===== src/analogizer_pkg.sv =====
//--------------------------------------------------------------------------
// shared widths, colour matrix coefficients and stage types for the
// analogizer video path, referenced by scoped name from every stage
//--------------------------------------------------------------------------
package analogizer_pkg;

	//----------------------------------------------------------------------
	// widths
	//----------------------------------------------------------------------
	// colour channel width coming from the core
	localparam int pixel_w = 8;
	// the DAC only takes the top six bits of each channel
	localparam int dac_w = 6;
	// analog video type code, bit 3 is the pocket-off flag
	localparam int type_code_w = 4;
	// banks 3 and 2 are full bytes, bank 1 only carries b6[5:1]
	localparam int bank_w = 8;
	localparam int bank1_w = 5;

	// matrix arithmetic sizes
	// coefficient and zero-extended pixel both fit a 9 bit signed word
	localparam int coef_w = pixel_w + 1;
	localparam int prod_w = 2 * coef_w;
	// two guard bits for the sum of three products
	localparam int sum_w = prod_w + 2;

	//----------------------------------------------------------------------
	// colour matrix, coefficients scaled by 256
	//----------------------------------------------------------------------
	// luma row
	localparam logic signed [coef_w-1:0] coef_y_r = 9'sd77;
	localparam logic signed [coef_w-1:0] coef_y_g = 9'sd150;
	localparam logic signed [coef_w-1:0] coef_y_b = 9'sd29;
	// blue difference row
	localparam logic signed [coef_w-1:0] coef_pb_r = -9'sd43;
	localparam logic signed [coef_w-1:0] coef_pb_g = -9'sd85;
	localparam logic signed [coef_w-1:0] coef_pb_b = 9'sd128;
	// red difference row
	localparam logic signed [coef_w-1:0] coef_pr_r = 9'sd128;
	localparam logic signed [coef_w-1:0] coef_pr_g = -9'sd107;
	localparam logic signed [coef_w-1:0] coef_pr_b = -9'sd21;
	// mid-scale offset for Pb and Pr after the shift
	localparam logic signed [sum_w-1:0] chroma_offset = 20'sd128;

	// output format, pocket-off codes alias onto these
	typedef enum logic [1:0] {
		mode_rgbs,
		mode_rgsb,
		mode_ypbpr,
		mode_yc
	} video_mode_e;

	//----------------------------------------------------------------------
	// stage types
	//----------------------------------------------------------------------
	typedef struct packed {
		logic [pixel_w-1:0] r;
		logic [pixel_w-1:0] g;
		logic [pixel_w-1:0] b;
	} pixel_t;

	// one pixel with its own controls, passed between stages 1 to 3
	typedef struct packed {
		pixel_t      pix;
		logic        hsync;
		logic        blank_n;
		video_mode_e mode;
	} video_beat_t;

	// what lands on the DAC and sync pins
	typedef struct packed {
		logic [dac_w-1:0] r6;
		logic [dac_w-1:0] g6;
		logic [dac_w-1:0] b6;
		logic             hsync_out;
		logic             sync_out;
		logic             blank_n_out;
	} dac_word_t;

	typedef struct packed {
		logic [bank_w-1:0]  bank3;
		logic [bank_w-1:0]  bank2;
		logic [bank1_w-1:0] bank1;
	} cart_pins_t;

	// idle beat, black and blanked
	localparam video_beat_t beat_idle = '{
		pix: '0,
		hsync: 1'b0,
		blank_n: 1'b0,
		mode: mode_rgbs
	};

endpackage


===== src/analog_format.sv =====
//--------------------------------------------------------------------------
// picks the channel source and the sync/blank routing for the selected
// format and registers the 6 bit DAC word
//--------------------------------------------------------------------------
`timescale 1ns/1ns

module analog_format (
	input  logic                        i_video_clk,
	input  logic                        i_rst_n,
	input  analogizer_pkg::video_beat_t i_beat,
	input  analogizer_pkg::pixel_t      i_ypbpr,
	output analogizer_pkg::dac_word_t   o_dac
);

	// selected channel source before truncation
	analogizer_pkg::pixel_t    src;
	analogizer_pkg::dac_word_t dac_next;

	always_comb begin
		// defaults are plain RGBS
		src                  = i_beat.pix;
		dac_next.hsync_out   = i_beat.hsync;
		dac_next.sync_out    = 1'b1;
		dac_next.blank_n_out = i_beat.blank_n;

		case (i_beat.mode)
			analogizer_pkg::mode_rgsb: begin
				// sync moves off H to the DAC sync pin
				dac_next.hsync_out = 1'b1;
				dac_next.sync_out  = i_beat.hsync;
			end
			analogizer_pkg::mode_ypbpr: begin
				// converted pixel already holds Pr on R, Y on G and Pb on B
				src                  = i_ypbpr;
				dac_next.hsync_out   = 1'b1;
				dac_next.sync_out    = i_beat.hsync;
				// component needs the DAC running through blanking
				dac_next.blank_n_out = 1'b1;
			end
			analogizer_pkg::mode_yc: begin
				// same as RGBS but never blanked
				dac_next.blank_n_out = 1'b1;
			end
			default: begin
				// mode_rgbs keeps the defaults
			end
		endcase

		// keep top dac_w bits of each channel
		dac_next.r6 = src.r[analogizer_pkg::pixel_w-1 -: analogizer_pkg::dac_w];
		dac_next.g6 = src.g[analogizer_pkg::pixel_w-1 -: analogizer_pkg::dac_w];
		dac_next.b6 = src.b[analogizer_pkg::pixel_w-1 -: analogizer_pkg::dac_w];
	end

	always_ff @(posedge i_video_clk) begin
		if (!i_rst_n) begin
			// black with syncs idle high and blank active
			o_dac.r6          <= '0;
			o_dac.g6          <= '0;
			o_dac.b6          <= '0;
			o_dac.hsync_out   <= 1'b1;
			o_dac.sync_out    <= 1'b1;
			o_dac.blank_n_out <= 1'b0;
		end else begin
			o_dac <= dac_next;
		end
	end

endmodule


===== src/analogizer_video.sv =====
//--------------------------------------------------------------------------
// analogizer video path top; five-cycle pipe from core pixel to
// cartridge port banks, one pixel per clock with no back-pressure
//--------------------------------------------------------------------------
`timescale 1ns/1ns

module analogizer_video (
	input  logic                                   i_video_clk,
	input  logic                                   i_rst_n,
	input  logic                                   i_ena,
	input  logic [analogizer_pkg::type_code_w-1:0] i_type_code,
	input  analogizer_pkg::pixel_t                 i_pix,
	input  logic                                   i_hsync,
	input  logic                                   i_blank_n,
	output analogizer_pkg::cart_pins_t             o_pins,
	output logic                                   o_pins_dir
);

	// stage 1 to 2
	analogizer_pkg::video_beat_t capture_beat;
	// stage 2 to 3, beat and converted pixel aligned
	analogizer_pkg::video_beat_t matrix_beat;
	analogizer_pkg::pixel_t      matrix_ypbpr;
	// stage 3 to 4
	analogizer_pkg::dac_word_t   format_dac;

	// 1 cycle, register and decode mode
	video_mode_capture video_mode_capture_i (
		.i_video_clk (i_video_clk),
		.i_rst_n     (i_rst_n),
		.i_type_code (i_type_code),
		.i_pix       (i_pix),
		.i_hsync     (i_hsync),
		.i_blank_n   (i_blank_n),
		.o_beat      (capture_beat)
	);

	// 2 cycles, colour matrix
	ypbpr_matrix ypbpr_matrix_i (
		.i_video_clk (i_video_clk),
		.i_rst_n     (i_rst_n),
		.i_beat      (capture_beat),
		.o_beat      (matrix_beat),
		.o_ypbpr     (matrix_ypbpr)
	);

	// 1 cycle, format select into the DAC word
	analog_format analog_format_i (
		.i_video_clk (i_video_clk),
		.i_rst_n     (i_rst_n),
		.i_beat      (matrix_beat),
		.i_ypbpr     (matrix_ypbpr),
		.o_dac       (format_dac)
	);

	// 1 cycle, bank packing and enable gating
	cart_bus_driver cart_bus_driver_i (
		.i_video_clk (i_video_clk),
		.i_rst_n     (i_rst_n),
		.i_ena       (i_ena),
		.i_dac       (format_dac),
		.o_pins      (o_pins),
		.o_pins_dir  (o_pins_dir)
	);

endmodule


===== src/cart_bus_driver.sv =====
//--------------------------------------------------------------------------
// last stage, packs the DAC word onto cartridge banks 3, 2 and 1 and
// releases the pins to input while in reset or disabled
//--------------------------------------------------------------------------
`timescale 1ns/1ns

module cart_bus_driver (
	input  logic                      i_video_clk,
	input  logic                      i_rst_n,
	input  logic                      i_ena,
	input  analogizer_pkg::dac_word_t i_dac,
	output analogizer_pkg::cart_pins_t o_pins,
	output logic                      o_pins_dir
);

	analogizer_pkg::cart_pins_t pins_next;

	//----------------------------------------------------------------------
	// pin packing
	//----------------------------------------------------------------------
	always_comb begin
		// bank3: R0..R5 on the upper pins, then HS and the DAC sync pin
		pins_next.bank3 = {i_dac.r6, i_dac.hsync_out, i_dac.sync_out};
		// bank2: B0, /BLANK, then G0..G5
		pins_next.bank2 = {i_dac.b6[0], i_dac.blank_n_out, i_dac.g6};
		// bank1: rest of blue
		pins_next.bank1 = i_dac.b6[analogizer_pkg::dac_w-1:1];
	end

	// disabled or in reset: all banks low and direction back to input
	// so the adapter is not driven
	always_ff @(posedge i_video_clk) begin
		if (!i_rst_n || !i_ena) begin
			o_pins     <= '0;
			o_pins_dir <= 1'b0;
		end else begin
			o_pins     <= pins_next;
			// 1 means output towards the adapter
			o_pins_dir <= 1'b1;
		end
	end

endmodule


===== src/video_mode_capture.sv =====
//--------------------------------------------------------------------------
// input stage, registers the pixel and its controls and turns the analog
// video type code into an output format for the rest of the pipe
//--------------------------------------------------------------------------
`timescale 1ns/1ns

module video_mode_capture (
	input  logic                                       i_video_clk,
	input  logic                                       i_rst_n,
	input  logic [analogizer_pkg::type_code_w-1:0]     i_type_code,
	input  analogizer_pkg::pixel_t                     i_pix,
	input  logic                                       i_hsync,
	input  logic                                       i_blank_n,
	output analogizer_pkg::video_beat_t                o_beat
);

	analogizer_pkg::video_mode_e mode_dec;

	// code decode
	// bit 3 only turns the pocket screen off, so 8..c alias 0..4
	always_comb begin
		case (i_type_code)
			4'h0, 4'h8: begin
				mode_dec = analogizer_pkg::mode_rgbs;
			end
			4'h1, 4'h9: begin
				// sync goes to the DAC sync pin for sync on green
				mode_dec = analogizer_pkg::mode_rgsb;
			end
			4'h2, 4'ha: begin
				mode_dec = analogizer_pkg::mode_ypbpr;
			end
			4'h3, 4'h4, 4'hb, 4'hc: begin
				// y/c encoder wants continuous video, no blank
				mode_dec = analogizer_pkg::mode_yc;
			end
			default: begin
				// codes with no format fall back to plain RGBS
				mode_dec = analogizer_pkg::mode_rgbs;
			end
		endcase
	end

	// one register stage, everything moves together
	always_ff @(posedge i_video_clk) begin
		if (!i_rst_n) begin
			o_beat <= analogizer_pkg::beat_idle;
		end else begin
			o_beat.pix     <= i_pix;
			o_beat.hsync   <= i_hsync;
			o_beat.blank_n <= i_blank_n;
			o_beat.mode    <= mode_dec;
		end
	end

endmodule


===== src/ypbpr_matrix.sv =====
//--------------------------------------------------------------------------
// two-stage RGB to YPbPr matrix; the original beat is delayed alongside
// so every converted pixel leaves with its own controls and mode
//--------------------------------------------------------------------------
`timescale 1ns/1ns

module ypbpr_matrix (
	input  logic                        i_video_clk,
	input  logic                        i_rst_n,
	input  analogizer_pkg::video_beat_t i_beat,
	output analogizer_pkg::video_beat_t o_beat,
	output analogizer_pkg::pixel_t      o_ypbpr
);

	// channels zero-extended to signed so the negative coefficients work
	logic signed [analogizer_pkg::coef_w-1:0] r_s;
	logic signed [analogizer_pkg::coef_w-1:0] g_s;
	logic signed [analogizer_pkg::coef_w-1:0] b_s;

	// stage 1 products, one per coefficient
	logic signed [analogizer_pkg::prod_w-1:0] p_yr_q, p_yg_q, p_yb_q;
	logic signed [analogizer_pkg::prod_w-1:0] p_pbr_q, p_pbg_q, p_pbb_q;
	logic signed [analogizer_pkg::prod_w-1:0] p_prr_q, p_prg_q, p_prb_q;

	// stage 2 sums and scaled results
	logic signed [analogizer_pkg::sum_w-1:0] y_sum, pb_sum, pr_sum;
	logic signed [analogizer_pkg::sum_w-1:0] y_val, pb_val, pr_val;

	analogizer_pkg::video_beat_t beat_d1;

	// clip a scaled sum into 0..255
	function automatic logic [analogizer_pkg::pixel_w-1:0] clip_pix(
		input logic signed [analogizer_pkg::sum_w-1:0] v
	);
		if (v[analogizer_pkg::sum_w-1]) begin
			// negative
			return '0;
		end else if (|v[analogizer_pkg::sum_w-2:analogizer_pkg::pixel_w]) begin
			// above full scale
			return '1;
		end
		return v[analogizer_pkg::pixel_w-1:0];
	endfunction

	always_comb begin
		r_s = $signed({1'b0, i_beat.pix.r});
		g_s = $signed({1'b0, i_beat.pix.g});
		b_s = $signed({1'b0, i_beat.pix.b});
	end

	//----------------------------------------------------------------------
	// stage 1, nine multiplies
	//----------------------------------------------------------------------
	always_ff @(posedge i_video_clk) begin
		p_yr_q  <= r_s * analogizer_pkg::coef_y_r;
		p_yg_q  <= g_s * analogizer_pkg::coef_y_g;
		p_yb_q  <= b_s * analogizer_pkg::coef_y_b;
		p_pbr_q <= r_s * analogizer_pkg::coef_pb_r;
		p_pbg_q <= g_s * analogizer_pkg::coef_pb_g;
		p_pbb_q <= b_s * analogizer_pkg::coef_pb_b;
		p_prr_q <= r_s * analogizer_pkg::coef_pr_r;
		p_prg_q <= g_s * analogizer_pkg::coef_pr_g;
		p_prb_q <= b_s * analogizer_pkg::coef_pr_b;
	end

	//----------------------------------------------------------------------
	// stage 2, sum, scale back by 256, offset chroma, clip
	//----------------------------------------------------------------------
	always_comb begin
		y_sum  = p_yr_q + p_yg_q + p_yb_q;
		pb_sum = p_pbr_q + p_pbg_q + p_pbb_q;
		pr_sum = p_prr_q + p_prg_q + p_prb_q;
		y_val  = y_sum >>> 8;
		// Pb and Pr are centred on mid-scale
		pb_val = (pb_sum >>> 8) + analogizer_pkg::chroma_offset;
		pr_val = (pr_sum >>> 8) + analogizer_pkg::chroma_offset;
	end

	// packed as r = Pr, g = Y, b = Pb, the order the DAC pins expect
	always_ff @(posedge i_video_clk) begin
		o_ypbpr.r <= clip_pix(pr_val);
		o_ypbpr.g <= clip_pix(y_val);
		o_ypbpr.b <= clip_pix(pb_val);
	end

	// beat delay line, two deep to match the math
	always_ff @(posedge i_video_clk) begin
		if (!i_rst_n) begin
			beat_d1 <= analogizer_pkg::beat_idle;
			o_beat  <= analogizer_pkg::beat_idle;
		end else begin
			beat_d1 <= i_beat;
			o_beat  <= beat_d1;
		end
	end

endmodule

===== config.mk =====
export PLATFORM = sky130hd
export DESIGN_NAME = analogizer_video
export DESIGN_NICKNAME = d
export VERILOG_FILES = /design/src/analogizer_pkg.sv /design/src/analog_format.sv /design/src/analogizer_video.sv /design/src/cart_bus_driver.sv /design/src/video_mode_capture.sv /design/src/ypbpr_matrix.sv
export SDC_FILE = /design/constraint.sdc
export NUM_CORES = 1
export LEC_CHECK = 0
export ABC_AREA = 1
export BUFFER_PORTS_ARGS = -buffer_cell sky130_fd_sc_hd__buf_2
export CORE_MARGIN = 10
export CORE_UTILIZATION = 35
export DETAILED_ROUTE_END_ITERATION = 6
export PLACE_DENSITY_LB_ADDON = 0.05
export SYNTH_ARGS = -nofsm -noshare
export SYNTH_HDL_FRONTEND = slang
export SYNTH_SLANG_ARGS = --single-unit
export TNS_END_PERCENT = 10

===== constraint.sdc =====
create_clock -name i_video_clk -period 5.17 [get_ports i_video_clk]
set_input_delay 0.2585 -clock i_video_clk [delete_from_list [all_inputs] [get_ports i_video_clk]]
set_output_delay 0.2585 -clock i_video_clk [all_outputs]
set_load 0.005 [all_outputs]

Word-level counts from Yosys, hierarchy flattened
Memories as Yosys holds them, arrays and structs flattened. A register that Yosys moved wholly into a read port is not among the register bits.
Index checks and enable logic that the tools add are counted.
- bits in registers: 273
- bits in read-only memories: 32
- bits of input ports: 33
- output and inout port bits: 22
- logic and storage cells: 88
- memories kept: 1
- add/sub/neg operators: 8
- $mul: 7
- eq/ne operators: 3
- mux-type cells: 18
- bitwise logic cells: 1
- reductions and logical operators: 11
- memory list (memory ; words ; bits a word ; read ports ; clocked after memory_dff ; write ports ; RTL line ; text):
    (name not given) ; 16 ; 2 ; 1 ; 1 ; 0 ; video_mode_capture.sv:22 ; case (i_type_code)
- operators by type and width (operator ; count):
    2-to-1 mux 8 bit ; 9
    adder 16 x 17 -> 18 bit ; 2
    multiplier 9 x 8 -> 17 bit, second input constant ; 2
    multiplier 8 x 7 -> 15 bit, second input constant ; 2
    adder 12 x 9 -> 13 bit, second input constant ; 2
    2-to-1 mux 24 bit ; 1
    OR reduction 11 bit ; 2
    adder 19 x 14 -> 20 bit ; 1
    adder 19 x 16 -> 20 bit ; 1
    adder 18 x 15 -> 19 bit ; 1
    adder 15 x 16 -> 17 bit ; 1
    multiplier 9 x 7 -> 16 bit, second input constant ; 1
    multiplier 9 x 6 -> 15 bit, second input constant ; 1
    multiplier 8 x 5 -> 13 bit, second input constant ; 1
    2-to-1 mux 1 bit ; 8
    equality test 2 bit, second input constant ; 2
    OR reduction 2 bit ; 2
    OR reduction 4 bit ; 1
    zero test 1 bit ; 3
    OR reduction 3 bit ; 1
    equality test 2 x 1 -> 1 bit, second input constant ; 1
    AND reduction 2 bit ; 1
    logical OR 1 bit ; 1
    inverter 1 bit ; 1

Longest topological paths before layout
- word-level depth: 7
- mapped depth: 28
- mapped depth without buffers: 28

Modules after synthesis
A second synthesis with hierarchy kept.
- cell total of the unflattened synthesis: 1978
- area total of the unflattened synthesis: 17385.4 um2
- by module, submodules not included (module ; times used ; cells an instance ; area an instance (um2) ; seq. area each (um2)):
    ypbpr_matrix ; 1 ; 1688 ; 14986.9 ; 3843.7
    analog_format ; 1 ; 131 ; 888.4 ; 420.4
    video_mode_capture ; 1 ; 91 ; 822.0 ; 560.5
    cart_bus_driver ; 1 ; 68 ; 688.2 ; 440.4

Worst setup path after synthesis
OpenSTA, ideal clock, no wires.
- kind: reg2reg
- start point: register video_mode_capture_i.o_beat[13] (netlist name)
- end point: register ypbpr_matrix_i.p_pbg_q[15] (netlist name)
- library setup time: 72 ps
- arrival time: 3853 ps
- data required time: 5098 ps
- slack: 1245 ps
- cell stages (with the launch flop): 18
- path buffers: 0
- clock period less this slack: 3925 ps
- cells stage by stage: dfxtp_1 > inv_1 > ha_1 > fa_1 > inv_1 > fa_1 > inv_1 > fa_1 > ha_1 > a21o_1 > a21oi_1 > o21ai_0 > a21oi_1 > o21bai_1 > a21oi_1 > nor2_1 > nor2_1 > xor2_1
- cells in the longest elaborated chain, start to end: 1
- ends and longest elaborated chain (item ; RTL line ; text):
    start: declaration ; video_mode_capture.sv:14 ; output analogizer_pkg::video_beat_t o_beat
    start signal: assignment ; video_mode_capture.sv:47 ; o_beat <= analogizer_pkg::beat_idle;
    multiplier 9 x 8 -> 17 bit ; ypbpr_matrix.sv:59 ; p_pbg_q <= g_s * analogizer_pkg::coef_pb_g;
    end signal: assignment ; ypbpr_matrix.sv:59 ;
    end: declaration ; ypbpr_matrix.sv:22 ; logic signed [analogizer_pkg::prod_w-1:0] p_pbr_q, p_pbg_q, p_pbb_q;
No other way between the ends.
A chain may end at the register's enable or synchronous reset.

Worst setup path in the final report
- start point: register video_mode_capture_i.o_beat[18] (netlist name)
- end point: register ypbpr_matrix_i.p_pbg_q[15] (netlist name)
Same word-level chain as after synthesis.

==> impl_results.html <==
<table>
<tr><th>Metric</th><th>Value</th></tr>
<tr><th colspan="2">Placement</th></tr>
<tr><td>Final HPWL from detailed placement</td><td>30.7 mm</td></tr>
<tr><td>Last weighted congestion value of the routability-driven placer</td><td>0.836</td></tr>
<tr><td>Placement-stage worst setup slack</td><td>0.954 ns</td></tr>
<tr><td>Number of buffers inserted by port buffering</td><td>53</td></tr>
<tr><th colspan="2">Logic synthesis</th></tr>
<tr><td>Number of flops mapped to enable cells by yosys</td><td>0</td></tr>
<tr><td>Yosys warnings</td><td>0</td></tr>
<tr><td>Number of distinct library cells after synthesis</td><td>47</td></tr>
<tr><td>Synth Net Count</td><td>2,305</td></tr>
<tr><td>Syn_area_per_cell</td><td>8.82 sq um</td></tr>
<tr><td>Most used flip-flop cell after synthesis</td><td>sky130_fd_sc_hd__dfxtp_1</td></tr>
<tr><td>Summed instance area of the synthesized netlist</td><td>16,400 sq um</td></tr>
<tr><td>Flops &amp; latches, synth</td><td>245</td></tr>
<tr><td>Sequential-to-total area share from yosys stat</td><td>29.9%</td></tr>
<tr><td>Syn Inst Count</td><td>1,857</td></tr>
<tr><td>Synth async-reset ratio</td><td>0%</td></tr>
<tr><th colspan="2">Clocking</th></tr>
<tr><td>TritonCTS sink count</td><td>245</td></tr>
<tr><td>Clock transition at the registers of the reported paths</td><td>0.06 ns</td></tr>
<tr><td>Clock root buffer</td><td>sky130_fd_sc_hd__clkbuf_16</td></tr>
<tr><td>TritonCTS clock tree</td><td>yes</td></tr>
<tr><td>Number of setup buffers added after CTS</td><td>0</td></tr>
<tr><td>CTS max path bufs</td><td>3</td></tr>
<tr><td>Clock latency on the worst-skew pair</td><td>0.58 ns</td></tr>
<tr><td>Number of H-tree branching levels</td><td>1</td></tr>
<tr><td>Num CTS Buffers</td><td>30</td></tr>
<tr><th colspan="2">Global routing</th></tr>
<tr><td>Maximum number of pins on one net before global-route repair</td><td>78</td></tr>
<tr><td>Remaining global-route overflow</td><td>0</td></tr>
<tr><td>Global routing usage summed across all routing layers</td><td>13.5%</td></tr>
<tr><td>Global-route wire length before repair</td><td>61.0 mm</td></tr>
<tr><td>Number of global-route vias before repair</td><td>11,700</td></tr>
<tr><td>Number of antenna violations at the first check in global routing</td><td>0</td></tr>
<tr><th colspan="2">Finish</th></tr>
<tr><td>Number of nets in the layout</td><td>2,427</td></tr>
<tr><td>Number of inserted diodes</td><td>0</td></tr>
<tr><td>Area overhead of the layout relative to synthesis</td><td>15.5%</td></tr>
<tr><td>Layout cell share with drive strength beyond 1</td><td>8.44%</td></tr>
<tr><th colspan="2">Routing</th></tr>
<tr><td>DRC violation count after routing</td><td>0</td></tr>
<tr><td>DRT Wirelength</td><td>37.3 mm</td></tr>
<tr><td>Detailed-route via count</td><td>11,500</td></tr>
<tr><td>WL/cell</td><td>14.3 um</td></tr>
<tr><td>First-iteration detailed-routing DRC count</td><td>415</td></tr>
<tr><td>Detail Route Antenna Nets</td><td>0</td></tr>
<tr><td>Via-per-instance ratio</td><td>4.42</td></tr>
<tr><td>Number of detailed-route iterations in the first pass</td><td>5</td></tr>
<tr><th colspan="2">Timing</th></tr>
<tr><td>Worst slew margin relative to its limit</td><td>41.7%</td></tr>
<tr><td>Hold Worst Slack</td><td>0.327 ns</td></tr>
<tr><td>Post-Route Setup TNS</td><td>0 ns</td></tr>
<tr><td>Highest clock rate</td><td>238 MHz</td></tr>
<tr><td>Slew Limit Fails</td><td>0</td></tr>
<tr><td>Worst Clk Skew</td><td>0.0179 ns</td></tr>
<tr><td>Min cycle time layout</td><td>4.19 ns</td></tr>
<tr><td>Unrepaired setup endpoints after global routing</td><td>false</td></tr>
<tr><td>Hold Vio Cnt, Final</td><td>0</td></tr>
<tr><td>Part of the cycle the worst path needs</td><td>81.1%</td></tr>
<tr><td>Worst Setup Slack, final</td><td>0.976 ns</td></tr>
<tr><td>Tightest Pin Transition</td><td>0.874 ns</td></tr>
<tr><td>Final count of negative-setup-slack endpoints</td><td>0</td></tr>
<tr><th colspan="2">Floorplanning</th></tr>
<tr><td>Boundary Pins</td><td>55</td></tr>
<tr><td>Die Ht</td><td>236 um</td></tr>
<tr><td>Core Region</td><td>46,400 sq um</td></tr>
<tr><td>Floorplan row count</td><td>79</td></tr>
<tr><td>Horizontal die dimension</td><td>236 um</td></tr>
<tr><td>Effective utilization at floorplan</td><td>35.3%</td></tr>
<tr><td>Total die area</td><td>55,800 sq um</td></tr>
<tr><th colspan="2">Setup path</th></tr>
<tr><td>Crit-path slowest cell</td><td>sky130_fd_sc_hd__dfxtp_1</td></tr>
<tr><td>Largest driver fanout on the critical path</td><td>10</td></tr>
<tr><td>Critical-path cell list</td><td>ha_1 -&gt; ha_1 -&gt; fa_1 -&gt; inv_1 -&gt; fa_1 -&gt; inv_1 -&gt; ha_1 -&gt; a21oi_1 -&gt; nand2_1 -&gt; a21oi_1 -&gt; o21ai_0 -&gt; a21oi_1 -&gt; o21bai_1 -&gt; a21oi_1 -&gt; nor2_1 -&gt; nor2_1 -&gt; xor2_1</td></tr>
<tr><td>Data arrival at the endpoint of the critical path</td><td>4.70 ns</td></tr>
<tr><td>Worst stage delay on the critical path</td><td>0.64 ns</td></tr>
<tr><td>Required arrival time at the worst endpoint</td><td>5.67 ns</td></tr>
<tr><td>Crit path kind</td><td>flip-flop to flip-flop</td></tr>
<tr><td>Family with the most delay on the worst path</td><td>adder cells</td></tr>
<tr><td>Critical path's most frequent cell</td><td>sky130_fd_sc_hd__a21oi_1</td></tr>
<tr><td>Number of buffers and inverters on the critical path</td><td>2</td></tr>
<tr><td>Crit. End Element</td><td>flip-flop</td></tr>
<tr><td>Critical path launch point type</td><td>flip-flop</td></tr>
<tr><th colspan="2">Hold path</th></tr>
<tr><td>Classification of the worst-slack hold path</td><td>primary input to flip-flop</td></tr>
<tr><th colspan="2">Outcome</th></tr>
<tr><td>Status</td><td>finished clean</td></tr>
<tr><th colspan="2">Flow run</th></tr>
<tr><td>Max Cap Viol</td><td>0</td></tr>
<tr><th colspan="2">Power and ir drop</th></tr>
<tr><td>Total power of the final layout</td><td>10,400 uW</td></tr>
<tr><td>Pwr per Cell Area</td><td>549 nW/um^2</td></tr>
<tr><td>Standby leakage power</td><td>0.0104 uW</td></tr>
<tr><td>Worst-case vdd ir drop</td><td>0.344 mV</td></tr>
</table>
-- worst register-to-register path, cell delays in order, from the launching register on --
cell	delay, ns
sky130_fd_sc_hd__dfxtp_1	0.64
sky130_fd_sc_hd__ha_1	0.34
sky130_fd_sc_hd__ha_1	0.31
sky130_fd_sc_hd__fa_1	0.49
sky130_fd_sc_hd__inv_1	0.06
sky130_fd_sc_hd__fa_1	0.53
sky130_fd_sc_hd__inv_1	0.05
sky130_fd_sc_hd__ha_1	0.35
sky130_fd_sc_hd__a21oi_1	0.16
sky130_fd_sc_hd__nand2_1	0.10
sky130_fd_sc_hd__a21oi_1	0.21
sky130_fd_sc_hd__o21ai_0	0.17
sky130_fd_sc_hd__a21oi_1	0.17
sky130_fd_sc_hd__o21bai_1	0.11
sky130_fd_sc_hd__a21oi_1	0.15
sky130_fd_sc_hd__nor2_1	0.05
sky130_fd_sc_hd__nor2_1	0.10
sky130_fd_sc_hd__xor2_1	0.14
-- state kept, by name, summed over array words and instances (netlist names), 14 cells and up --
signal and flops:
ypbpr_matrix_i.p_prb_q 14, ypbpr_matrix_i.o_beat 22, ypbpr_matrix_i.p_yr_q 15, ypbpr_matrix_i.p_prg_q 16, cart_bus_driver_i.o_pins 21, ypbpr_matrix_i.beat_d1 22, analog_format_i.o_dac 21, ypbpr_matrix_i.p_pbg_q 17
video_mode_capture_i.o_beat 28, ypbpr_matrix_i.o_ypbpr 18
-- timing repair --
action | CTS | global route
hold endpoints to repair | 40 | 0
resized for setup | 0 | 0
hold buffers | 33 | 0
-- area by class of cell --
class	instances	area (sq um)
Clock buffer	35	810
Clock inverter	21	279
Fill cell	4703	27400
Inverter	387	1450
Multi-Input combinational cell	1210	9960
Sequential cell	245	4900
Tap cell	607	759
Timing Repair Buffer	105	741
-- placed cells by master (no fill, tap or decap), types with 7 or more instances in the layout --
cell type	synthesis	layout
sky130_fd_sc_hd__clkinv_2	0	7
sky130_fd_sc_hd__ha_1	337	337
sky130_fd_sc_hd__xnor2_1	25	25
sky130_fd_sc_hd__nand3_1	48	48
sky130_fd_sc_hd__buf_2	0	52
sky130_fd_sc_hd__fa_1	78	78
sky130_fd_sc_hd__dfxtp_1	245	245
sky130_fd_sc_hd__clkinvlp_4	0	7
sky130_fd_sc_hd__nor2_1	112	112
sky130_fd_sc_hd__a21o_1	15	15
sky130_fd_sc_hd__nand2_1	265	265
sky130_fd_sc_hd__inv_1	382	382
sky130_fd_sc_hd__clkbuf_16	0	30
sky130_fd_sc_hd__xor2_1	77	77
sky130_fd_sc_hd__nand2_2	13	13
sky130_fd_sc_hd__dlygate4sd3_1	0	33
sky130_fd_sc_hd__a31oi_1	7	7
sky130_fd_sc_hd__buf_4	0	20
sky130_fd_sc_hd__a21oi_1	114	114
sky130_fd_sc_hd__o21ai_0	46	46
sky130_fd_sc_hd__o21bai_1	13	13
-- kinds of logic (layout without fill, tap and decap cells) --
| kind of cell | Yosys count | count (layout) | synth area share [%] |
|---|---|---|---|
| AOI/OAI and AO/OA | 223 | 223 | 7.91 |
| xor gates and xnor gates | 103 | 103 | 5.55 |
| adders and majority gates | 415 | 415 | 35.3 |
| buffers and inverters | 402 | 548 | 9.21 |
| DFF | 245 | 245 | 29.9 |
| and+or+nand+nor | 469 | 469 | 12.1 |
-- metal layers --
layer	up-vias	GRT usage, %	wire, um
li1	6117	-	-
met1	5238	18.1	18500
met2	149	22.3	16400
met3	44	2.12	1360
met4	0	3.20	924
met5	-	0	0
-- Yosys cell counts (4+ instances only) --
cell                       number  area (sq um)
sky130_fd_sc_hd__xnor2_1       25           219
sky130_fd_sc_hd__a31oi_1        7          43.8
sky130_fd_sc_hd__o21ai_2        4          35.0
sky130_fd_sc_hd__nand2_2       13          81.3
sky130_fd_sc_hd__a21o_1        15           113
sky130_fd_sc_hd__a211oi_1       5          37.5
sky130_fd_sc_hd__a21oi_1      114           571
sky130_fd_sc_hd__nand3_2        6          60.1
sky130_fd_sc_hd__nand4_1        5          31.3
sky130_fd_sc_hd__nand3_1       48           240
sky130_fd_sc_hd__nor2_1       112           420
sky130_fd_sc_hd__nor2_2         4          25.0
sky130_fd_sc_hd__fa_1          78          1560
sky130_fd_sc_hd__o21bai_1      13          97.6
sky130_fd_sc_hd__xor2_1        77           674
sky130_fd_sc_hd__ha_1         337          4220
sky130_fd_sc_hd__nand2_1      265           995
sky130_fd_sc_hd__clkbuf_1      13          48.8
sky130_fd_sc_hd__dfxtp_1      245          4900
sky130_fd_sc_hd__o21ai_0       46           230
sky130_fd_sc_hd__inv_1        382          1430
sky130_fd_sc_hd__nor3_1         4          20.0
-- report_power, final --
group | switching, uW | internal, uW
registers | 202 | 2300
logic | 3500 | 2120
clock network | 871 | 1380
total | 4570 | 5810
-- through the flow --
step	cells	util (%)	area, sq um
final	2610	40.8	18900
after global routing	2610	40.8	18900
after CTS	2610	40.8	18900
after detailed placement	2521	37.7	17500
after global placement	2521	37.7	17500
after floorplan	1857	-	16400
-- final timing paths --
kind,from,end,slack (ns),cells past startpoint
max,video_mode_capture_i.o_beat[18],ypbpr_matrix_i.p_pbg_q[15],0.98,17
min,i_ena,cart_bus_driver_i.o_pins_dir,0.33,3
max reg2reg,video_mode_capture_i.o_beat[18],ypbpr_matrix_i.p_pbg_q[15],0.98,17
min reg2reg,analog_format_i.o_dac[1],cart_bus_driver_i.o_pins[13],0.40,2
(Power assumes the default switching activity.)
